## config.mk

```make
export PLATFORM = sky130hd
export DESIGN_NAME = masku_top
export DESIGN_NICKNAME = d
export VERILOG_FILES = /design/src/hdl/masku_pkg.sv /design/src/hdl/masku_if.sv /design/src/hdl/masku_insn_ctrl.sv /design/src/hdl/masku_operand_join.sv /design/src/hdl/masku_merge_alu.sv /design/src/hdl/masku_result_queue.sv /design/src/hdl/masku_top.sv
export VERILOG_INCLUDE_DIRS = /design/src /design/src/hdl
export SDC_FILE = /design/constraint.sdc
export NUM_CORES = 1
export LEC_CHECK = 0
export BUFFER_PORTS_ARGS = -buffer_cell sky130_fd_sc_hd__buf_2
export CAP_MARGIN = 20
export CORE_MARGIN = 4
export CORE_UTILIZATION = 45
export DETAILED_ROUTE_END_ITERATION = 8
export PLACE_DENSITY = 0.68
export SKIP_LAST_GASP = 1
export SLEW_MARGIN = 20
export SYNTH_ARGS = -nofsm -noshare
export SYNTH_HDL_FRONTEND = slang
export SYNTH_HIERARCHICAL = 1
export SYNTH_SLANG_ARGS = --single-unit
```

## constraint.sdc

```tcl
create_clock -name clk_i -period 7.89 [get_ports clk_i]
set_input_delay 1.1835 -clock clk_i [delete_from_list [all_inputs] [get_ports clk_i]]
set_output_delay 1.1835 -clock clk_i [all_outputs]
set_load 0.01 [all_outputs]
```

## src/hdl/masku_config.svh

```systemverilog
// Mask unit build parameters
// Lane count, lane width, id, vector length and address widths,
// and the depth of the result FIFO

`ifndef MASKU_CONFIG_SVH
`define MASKU_CONFIG_SVH

// Datapath shape, one word is lanes times element width
`define MASKU_NR_LANES 2
`define MASKU_ELEN 64

// Instruction tag and length fields
`define MASKU_VID_W 3
`define MASKU_VL_W 11

// Result address and output buffering
`define MASKU_ADDR_W 8
`define MASKU_RES_DEPTH 2

`endif

```

## src/hdl/masku_pkg.sv

```systemverilog
// Shared mask unit types
// Word, id, length and address vectors, the queued result record
// and the control FSM states

`include "masku_config.svh"

package masku_pkg;

  //////////////////////////////////////////////////////////////////////
  // Vector types
  //////////////////////////////////////////////////////////////////////

  // Full register word, lanes packed side by side without shuffling
  typedef logic [`MASKU_NR_LANES*`MASKU_ELEN-1:0] word_t;

  // Instruction tag
  typedef logic [`MASKU_VID_W-1:0] vid_t;

  // Vector length, also used for the bits still to be issued
  typedef logic [`MASKU_VL_W-1:0] vlen_t;

  // Destination word address
  typedef logic [`MASKU_ADDR_W-1:0] addr_t;

  //////////////////////////////////////////////////////////////////////
  // Records and states
  //////////////////////////////////////////////////////////////////////

  // One merged result word as held in the output FIFO
  typedef struct packed {
    word_t wdata;
    addr_t addr;
    vid_t  id;
  } result_t;

  // Instruction control FSM
  typedef enum logic [1:0] {
    IDLE,
    ISSUE,
    DRAIN
  } ctrl_state_e;

endpackage

```

## src/hdl/masku_if.sv

```systemverilog
// Internal mask unit interfaces
// Issue context from control to the operand join, and the tagged
// operand beat from the join to the merge ALU

`timescale 1ns/1ps

interface masku_issue_if;
  import masku_pkg::*;

  // Beat context offered while beats remain to be issued
  logic  valid;
  logic  vm;
  vlen_t bits_left;
  addr_t addr;
  vid_t  id;
  // High in the cycle the join takes a beat
  logic  fire;

  modport ctrl (output valid, vm, bits_left, addr, id, input fire);
  modport join_side (input valid, vm, bits_left, addr, id, output fire);
endinterface

interface masku_beat_if;
  import masku_pkg::*;

  // Operands plus issue tag under a valid/ready handshake
  logic  valid;
  word_t a;
  word_t b;
  word_t m;
  vlen_t bits_left;
  addr_t addr;
  vid_t  id;
  logic  ready;

  modport source (output valid, a, b, m, bits_left, addr, id, input ready);
  modport sink (input valid, a, b, m, bits_left, addr, id, output ready);
endinterface

```

## src/hdl/masku_insn_ctrl.sv

```systemverilog
// Instruction control for the mask unit
// Takes one instruction, walks its beats on the issue interface
// and counts committed results until the done pulse

`timescale 1ns/1ps

module masku_insn_ctrl (
  input  logic             clk_i,
  input  logic             rst_ni,
  input  logic             req_valid_i,
  output logic             req_ready_o,
  input  masku_pkg::vid_t  req_id_i,
  input  masku_pkg::vlen_t req_vl_i,
  input  masku_pkg::addr_t req_vd_i,
  input  logic             req_vm_i,
  input  logic             commit_i,
  output logic             done_valid_o,
  output masku_pkg::vid_t  done_id_o,
  masku_issue_if.ctrl      issue
);
  import masku_pkg::*;

  localparam int unsigned WordW   = $bits(word_t);
  localparam int unsigned WordLog = $clog2(WordW);

  ctrl_state_e state_q, state_d;
  logic        vm_q;
  vid_t        id_q;
  vlen_t       bits_left_q;
  addr_t       addr_q;
  vlen_t       commits_left_q;
  logic        done_valid_q;
  logic        done_d;
  logic        req_fire;
  logic        last_issue;
  logic        last_commit;
  vlen_t       req_beats;

  // Only one instruction in flight, so intake is open in IDLE only
  assign req_ready_o = (state_q == IDLE);
  assign req_fire    = req_valid_i && req_ready_o;

  // ceil(vl/W), W is a power of two
  assign req_beats = vlen_t'(req_vl_i >> WordLog) + vlen_t'(|req_vl_i[WordLog-1:0]);

  assign last_issue  = (bits_left_q <= vlen_t'(WordW));
  assign last_commit = (commits_left_q == vlen_t'(1));

  // Issue context towards the operand join
  assign issue.valid     = (state_q == ISSUE);
  assign issue.vm        = vm_q;
  assign issue.bits_left = bits_left_q;
  assign issue.addr      = addr_q;
  assign issue.id        = id_q;

  assign done_valid_o = done_valid_q;
  assign done_id_o    = id_q;

  //////////////////////////////////////////////////////////////////////
  // FSM
  //////////////////////////////////////////////////////////////////////

  always_comb begin
    state_d = state_q;
    done_d  = 1'b0;
    unique case (state_q)
      IDLE: if (req_fire) state_d = ISSUE;
      // Last beat handed over, wait for the results to drain
      ISSUE: if (issue.fire && last_issue) state_d = DRAIN;
      DRAIN: begin
        if (commit_i && last_commit) begin
          state_d = IDLE;
          done_d  = 1'b1;
        end
      end
      default: state_d = IDLE;
    endcase
  end

  always_ff @(posedge clk_i or negedge rst_ni) begin
    if (!rst_ni) begin
      state_q        <= IDLE;
      done_valid_q   <= 1'b0;
      vm_q           <= 1'b1;
      id_q           <= '0;
      bits_left_q    <= '0;
      addr_q         <= '0;
      commits_left_q <= '0;
    end else begin
      state_q      <= state_d;
      done_valid_q <= done_d;
      if (req_fire) begin
        vm_q           <= req_vm_i;
        id_q           <= req_id_i;
        bits_left_q    <= req_vl_i;
        addr_q         <= req_vd_i;
        commits_left_q <= req_beats;
      end else begin
        // Step to the next word, clear on the last one
        if (issue.fire) begin
          bits_left_q <= last_issue ? '0 : bits_left_q - vlen_t'(WordW);
          addr_q      <= addr_q + addr_t'(1);
        end
        if (commit_i) commits_left_q <= commits_left_q - vlen_t'(1);
      end
    end
  end

  // The join only takes beats that control offers
  assert property (@(posedge clk_i) disable iff (!rst_ni) issue.fire |-> state_q == ISSUE);

  // Output handshakes never exceed the beats of the instruction
  assert property (@(posedge clk_i) disable iff (!rst_ni) commit_i |-> commits_left_q != '0);

endmodule

```

## src/hdl/masku_operand_join.sv

```systemverilog
// Operand join for the mask unit
// Waits for a, b and, for masked instructions, m, then presents
// one beat tagged with the issue context

`timescale 1ns/1ps

module masku_operand_join (
  input  masku_pkg::word_t opa_i,
  input  logic             opa_valid_i,
  output logic             opa_ready_o,
  input  masku_pkg::word_t opb_i,
  input  logic             opb_valid_i,
  output logic             opb_ready_o,
  input  masku_pkg::word_t opm_i,
  input  logic             opm_valid_i,
  output logic             opm_ready_o,
  masku_issue_if.join_side issue,
  masku_beat_if.source     beat
);
  import masku_pkg::*;

  logic need_m;
  logic all_valid;
  logic fire;

  //////////////////////////////////////////////////////////////////////
  // Handshake
  //////////////////////////////////////////////////////////////////////

  // Mask channel matters for masked instructions only
  assign need_m = !issue.vm;

  // Every needed operand present and a beat left to issue
  assign all_valid = issue.valid && opa_valid_i && opb_valid_i && (!need_m || opm_valid_i);

  // Beat valid is independent of the ALU ready
  assign beat.valid = all_valid;
  assign fire       = all_valid && beat.ready;
  assign issue.fire = fire;

  // All used channels pop together
  assign opa_ready_o = fire;
  assign opb_ready_o = fire;
  assign opm_ready_o = fire && need_m;

  //////////////////////////////////////////////////////////////////////
  // Beat payload
  //////////////////////////////////////////////////////////////////////

  assign beat.a = opa_i;
  assign beat.b = opb_i;
  // Unmasked beats show the ALU an all ones mask
  assign beat.m = need_m ? opm_i : '1;

  // Tag from the issue context
  assign beat.bits_left = issue.bits_left;
  assign beat.addr      = issue.addr;
  assign beat.id        = issue.id;

endmodule

```

## src/hdl/masku_merge_alu.sv

```systemverilog
// Merge ALU for the mask unit
// Builds the tail enable, ANDs in the mask and selects a or b
// per bit, registering the word with its address and id

`timescale 1ns/1ps

module masku_merge_alu (
  input  logic               clk_i,
  input  logic               rst_ni,
  masku_beat_if.sink         beat,
  output masku_pkg::result_t res_o,
  output logic               res_valid_o,
  input  logic               res_ready_i
);
  import masku_pkg::*;

  localparam int unsigned WordW   = $bits(word_t);
  localparam int unsigned WordLog = $clog2(WordW);

  word_t   bit_enable;
  word_t   sel;
  word_t   merged;
  result_t res_q;
  logic    valid_q;
  logic    take;

  //////////////////////////////////////////////////////////////////////
  // Bit enable and merge
  //////////////////////////////////////////////////////////////////////

  // Full word inside vl, otherwise only the low bits_left bits
  always_comb begin
    if (beat.bits_left >= vlen_t'(WordW)) begin
      bit_enable = '1;
    end else begin
      bit_enable = (word_t'(1) << beat.bits_left[WordLog-1:0]) - word_t'(1);
    end
  end

  // m is all ones for unmasked beats
  assign sel    = bit_enable & beat.m;
  assign merged = (beat.a & sel) | (beat.b & ~sel);

  //////////////////////////////////////////////////////////////////////
  // Output register
  //////////////////////////////////////////////////////////////////////

  // Take a new beat when empty or when the held one leaves
  assign beat.ready = !valid_q || res_ready_i;
  assign take       = beat.valid && beat.ready;

  always_ff @(posedge clk_i or negedge rst_ni) begin
    if (!rst_ni) begin
      valid_q <= 1'b0;
    end else if (take) begin
      valid_q <= 1'b1;
    end else if (res_ready_i) begin
      valid_q <= 1'b0;
    end
  end

  always_ff @(posedge clk_i) begin
    if (take) begin
      res_q.wdata <= merged;
      res_q.addr  <= beat.addr;
      res_q.id    <= beat.id;
    end
  end

  assign res_o       = res_q;
  assign res_valid_o = valid_q;

  // Stalled result holds until the FIFO accepts it
  assert property (@(posedge clk_i) disable iff (!rst_ni)
    res_valid_o && !res_ready_i |=> res_valid_o && $stable(res_o));

endmodule

```

## src/hdl/masku_result_queue.sv

```systemverilog
// Result FIFO for the mask unit
// Circular buffer of merged words, head exposed as the output port

`timescale 1ns/1ps

`include "masku_config.svh"

module masku_result_queue (
  input  logic               clk_i,
  input  logic               rst_ni,
  input  masku_pkg::result_t in_i,
  input  logic               in_valid_i,
  output logic               in_ready_o,
  output logic               res_valid_o,
  input  logic               res_ready_i,
  output masku_pkg::word_t   res_wdata_o,
  output masku_pkg::addr_t   res_addr_o,
  output masku_pkg::vid_t    res_id_o
);
  import masku_pkg::*;

  localparam int unsigned Depth = `MASKU_RES_DEPTH;
  localparam int unsigned PtrW  = (Depth > 1) ? $clog2(Depth) : 1;
  localparam int unsigned CntW  = $clog2(Depth + 1);

  result_t         mem_q [Depth];
  logic [PtrW-1:0] wr_ptr_q, rd_ptr_q;
  logic [CntW-1:0] count_q;
  logic            push;
  logic            pop;

  // Full and empty from the entry count
  assign in_ready_o  = (count_q != CntW'(Depth));
  assign res_valid_o = (count_q != '0);

  assign push = in_valid_i && in_ready_o;
  assign pop  = res_valid_o && res_ready_i;

  // Storage
  always_ff @(posedge clk_i) begin
    if (push) mem_q[wr_ptr_q] <= in_i;
  end

  //////////////////////////////////////////////////////////////////////
  // Pointers and count
  //////////////////////////////////////////////////////////////////////

  always_ff @(posedge clk_i or negedge rst_ni) begin
    if (!rst_ni) begin
      wr_ptr_q <= '0;
      rd_ptr_q <= '0;
      count_q  <= '0;
    end else begin
      if (push) begin
        wr_ptr_q <= (wr_ptr_q == PtrW'(Depth - 1)) ? '0 : wr_ptr_q + PtrW'(1);
      end
      if (pop) begin
        rd_ptr_q <= (rd_ptr_q == PtrW'(Depth - 1)) ? '0 : rd_ptr_q + PtrW'(1);
      end
      // Simultaneous push and pop keep the count
      if (push && !pop) count_q <= count_q + CntW'(1);
      else if (pop && !push) count_q <= count_q - CntW'(1);
    end
  end

  // Head entry
  assign res_wdata_o = mem_q[rd_ptr_q].wdata;
  assign res_addr_o  = mem_q[rd_ptr_q].addr;
  assign res_id_o    = mem_q[rd_ptr_q].id;

  // A full FIFO takes no write, so its write pointer stays put
  assert property (@(posedge clk_i) disable iff (!rst_ni)
    count_q == CntW'(Depth) |=> $stable(wr_ptr_q));

endmodule

```

## src/hdl/masku_top.sv

```systemverilog
// Mask unit top level
// Instruction control, operand join, merge ALU and result FIFO
// behind plain request, operand, result and done ports

`timescale 1ns/1ps

module masku_top (
  input  logic             clk_i,
  input  logic             rst_ni,
  // Instruction request
  input  logic             req_valid_i,
  output logic             req_ready_o,
  input  masku_pkg::vid_t  req_id_i,
  input  masku_pkg::vlen_t req_vl_i,
  input  masku_pkg::addr_t req_vd_i,
  input  logic             req_vm_i,
  // Operand channels
  input  masku_pkg::word_t opa_i,
  input  logic             opa_valid_i,
  output logic             opa_ready_o,
  input  masku_pkg::word_t opb_i,
  input  logic             opb_valid_i,
  output logic             opb_ready_o,
  input  masku_pkg::word_t opm_i,
  input  logic             opm_valid_i,
  output logic             opm_ready_o,
  // Result words
  output logic             res_valid_o,
  input  logic             res_ready_i,
  output masku_pkg::word_t res_wdata_o,
  output masku_pkg::addr_t res_addr_o,
  output masku_pkg::vid_t  res_id_o,
  // Completion
  output logic             done_valid_o,
  output masku_pkg::vid_t  done_id_o
);
  import masku_pkg::*;

  masku_issue_if issue_if ();
  masku_beat_if  beat_if ();

  result_t alu_res;
  logic    alu_res_valid;
  logic    alu_res_ready;
  logic    commit;

  // Every output handshake retires one word
  assign commit = res_valid_o && res_ready_i;

  masku_insn_ctrl i_insn_ctrl (
    .clk_i, .rst_ni,
    .req_valid_i, .req_ready_o, .req_id_i, .req_vl_i, .req_vd_i, .req_vm_i,
    .commit_i (commit),
    .done_valid_o, .done_id_o,
    .issue    (issue_if)
  );

  masku_operand_join i_operand_join (
    .opa_i, .opa_valid_i, .opa_ready_o,
    .opb_i, .opb_valid_i, .opb_ready_o,
    .opm_i, .opm_valid_i, .opm_ready_o,
    .issue (issue_if),
    .beat  (beat_if)
  );

  masku_merge_alu i_merge_alu (
    .clk_i, .rst_ni,
    .beat        (beat_if),
    .res_o       (alu_res),
    .res_valid_o (alu_res_valid),
    .res_ready_i (alu_res_ready)
  );

  masku_result_queue i_result_queue (
    .clk_i, .rst_ni,
    .in_i       (alu_res),
    .in_valid_i (alu_res_valid),
    .in_ready_o (alu_res_ready),
    .res_valid_o, .res_ready_i, .res_wdata_o, .res_addr_o, .res_id_o
  );

endmodule

```

==> results.toml <==
[sta]
slew_viol_final = 0
rsz0062_at_grt = "no"
period_share_pct = 65.2
setup_violations = 0
tightest_slew_ns = 1.05
fmax_mhz = 195
setup_ws_ns = 2.75
fin_skew_ns = 0.0133
slew_headroom_pct = 30.1
period_needed_ns = 5.14
finalHoldViolations = 0
final.setup.tns_ns = 0
whs_ns = 0.442

[synthesis]
synthTopCellsByCount = "edfxtp_1 (417), buf_4 (292), nand2_1 (167), mux2_2 (156), o21ai_0 (110)"
synth_edf_count = 417
syn_area_um2 = 26300
synthArstFlopShare_pct = 9.15
synth_top_area_share_pct = 47.6
seq_area_frac_synth_pct = 51.6
ys_dominant_reg_cell = "edfxtp_1"
syn_inst = 2214
ys_ff_latch = 459
synth_warnings = 6
syn_area_per_cell_um2 = 11.9
yosysMostFrequentCell = "edfxtp_1"
yosysUniqueCellTypes = 95
netlist_top_cells_area = "edfxtp_1 (48%), buf_4 (8.3%), mux2_2 (6.7%)"
synth_fp_nets = 2636
synth_area_leader_cell = "edfxtp_1"

[critical_path]
cp_num_buf_inv = 1
cp-end-kind = "register"
critPathMaxFanout = 38
r2r_slack_ns = 2.75
worstSetupPathType = "reg2reg"
crit_family = "simple AND/OR/NAND/NOR gates"
cp.arrival_ns = 5.50
worst_ep_required_time_ns = 8.24
crit_slowest_cell = "dfrtp_1"
start_kind = "register"
slowest_delay_ns = 0.83
crit_chain = "buf_4 -> or3b_2 -> o22ai_1 -> or4_4 -> nor4_4 -> nand3_2 -> nor3_1 -> a32oi_1 -> mux2_2"

[layout]
syn_to_final_growth_pct = 11.4
drive_gt1_share_pct = 41.1
final_nets = 2886
fin_cells = 3280

[global_route]
grt_use_met3_pct = 5.56
grt_max_degree = 91
grt_busiest_layer = "met2"
grtUsageMet1_pct = 35.3
grt_pass1_vias = 19100
antenna_found_initial = 12
grt.total_usage_pct = 27.4
met2_usage_pct = 47.0
grt_pass1_wl_mm = 129
grt_overflow_total = 0

[drt]
post_drt_wl_per_cell_um = 27.2
vias = 18900
drc = 0
drtPass1Iterations = 7
drt_iter0_drc = 1715
finalWirelength_mm = 89.2
drtAntennaViolNets = 0
drt-vias-per-instance = 5.77

[floorplan]
die_area_um2 = 62400
die_h_um = 250
coreArea_um2 = 57800
start_util_pct = 45.6
die_w_um = 250
row_count = 88
pin_count = 562

[clock_tree]
hold_buffers = 0
clk_pin_slew_ns = 0.06
numCtsBuffers = 50
tritoncts = "built"
cts.htree.levels = 2
cts_resized = 0
cts.path.max_buffers = 3
post_cts_buffers = 0
clock-sinks = 459
root_buffer = "clkbuf_16"
worstSkewPairLatency_ns = 0.60

[placed_design]
hpwl_mm = 66.7
port_buffers = 561
place_inst = 3177
place_congestion = 0.995
dp_slack_ns = 2.83

[power_and_ir_drop]
p_total_mw = 11.7
ir_drop_uv = 252
power.density_nw_per_um2 = 399
p_leak_nw = 11.4

[run_status]
outcome = "finished clean"

[worst_hold_path]
hold_path.class = "reg2reg"

[flow_run]
cap_violations = 0
-- sequential cells by signal, indices dropped and copies added (netlist names) --
name                         flops
i_result_queue/wr_ptr_q          1
i_result_queue/mem_q           278
i_merge_alu/res_o              139
i_insn_ctrl/issue.addr           8
i_insn_ctrl/state_q              2
i_insn_ctrl/issue.bits_left     11
i_insn_ctrl/done_id_o            3
i_merge_alu/res_valid_o          1
i_insn_ctrl/done_valid_o         1
i_result_queue/count_q           2
i_insn_ctrl/issue.vm             1
i_insn_ctrl/commits_left_q      11
i_result_queue/rd_ptr_q          1
-- kinds of logic (layout without fill, tap and decap cells) --
group / after synthesis / in the layout / synth area share (%)
AOI/OAI and AO/OA: 297 / 297 / 7.26
other: 0 / 12 / 0
and+or+nand+nor: 720 / 720 / 15.5
buffers and inverters: 417 / 706 / 11.0
xor gates and xnor gates: 48 / 48 / 1.60
DFF: 459 / 459 / 51.6
muxes: 265 / 265 / 12.7
adders and majority gates: 8 / 8 / 0.380
-- per-stage QoR --
stage | area (um2) | utilization (%)
5_1_grt | 29300 | 50.7
6_report | 29300 | 50.7
4_1_cts | 29300 | 50.7
3_5_place_dp | 27600 | 47.8
3_3_place_gp | 27600 | 47.8
2_1_floorplan | 26300 | -
-- power by group --
group	leakage (nW)	switching, mW	internal [mW]
Clock	0.824	0.977	1.43
Combinational	6.27	3.64	2.10
Sequential	4.32	0.327	3.23
Total	11.4	4.95	6.76
-- cell type report --
cell class	instances	area (um2)
Fill cell	5194	28500
Sequential cell	459	13600
Multi-Input combinational cell	1338	9920
Timing Repair Buffer	596	3080
Clock buffer	59	1330
Tap cell	765	957
Clock inverter	32	355
Inverter	19	71.3
Antenna cell	12	30.0
-- layer usage --
layer  share of wire (%)  up-vias
li1                    -     8374
met1                  39     9500
met2                  49      878
met3                 8.2      160
met4                 3.2       10
met5               0.076        -
-- path summary, 6_finish.rpt --
kind / from / endpoint / cells past startpoint
worst min register to register: i_merge_alu/res_o[3] / i_result_queue/mem_q[0][3] / 0
worst min-delay path: i_merge_alu/res_o[3] / i_result_queue/mem_q[0][3] / 0
worst max-delay path: i_insn_ctrl/issue.bits_left[3] / i_merge_alu/res_o[116] / 9
worst max register to register: i_insn_ctrl/issue.bits_left[3] / i_merge_alu/res_o[116] / 9
min in group asynchronous: rst_ni / i_insn_ctrl/done_valid_o / 1
max in group asynchronous: rst_ni / i_result_queue/rd_ptr_q / 1
-- cell usage in the layout (no fill, tap or decap), drive strengths merged, types with 7 or more instances in the layout --
cell type	count
a211oi	12
a21boi	8
a21oi	38
a311oi	7
a31oi	12
and2	12
and3	14
buf	596
bufinv	7
clkbuf	59
clkinv	21
dfrtp	41
diode	12
edfxtp	417
ha	8
inv	21
mux2	261
nand2	167
nand2b	18
nand3	43
nand4	20
nor2	97
nor2b	11
nor3	76
nor3b	12
nor4	30
nor4b	8
o21ai	118
o22ai	9
o311ai	7
o31ai	26
or2	143
or3	13
or4b	10
xnor2	28
xor2	20
No activity file was read; power rests on OpenSTA's default activity.
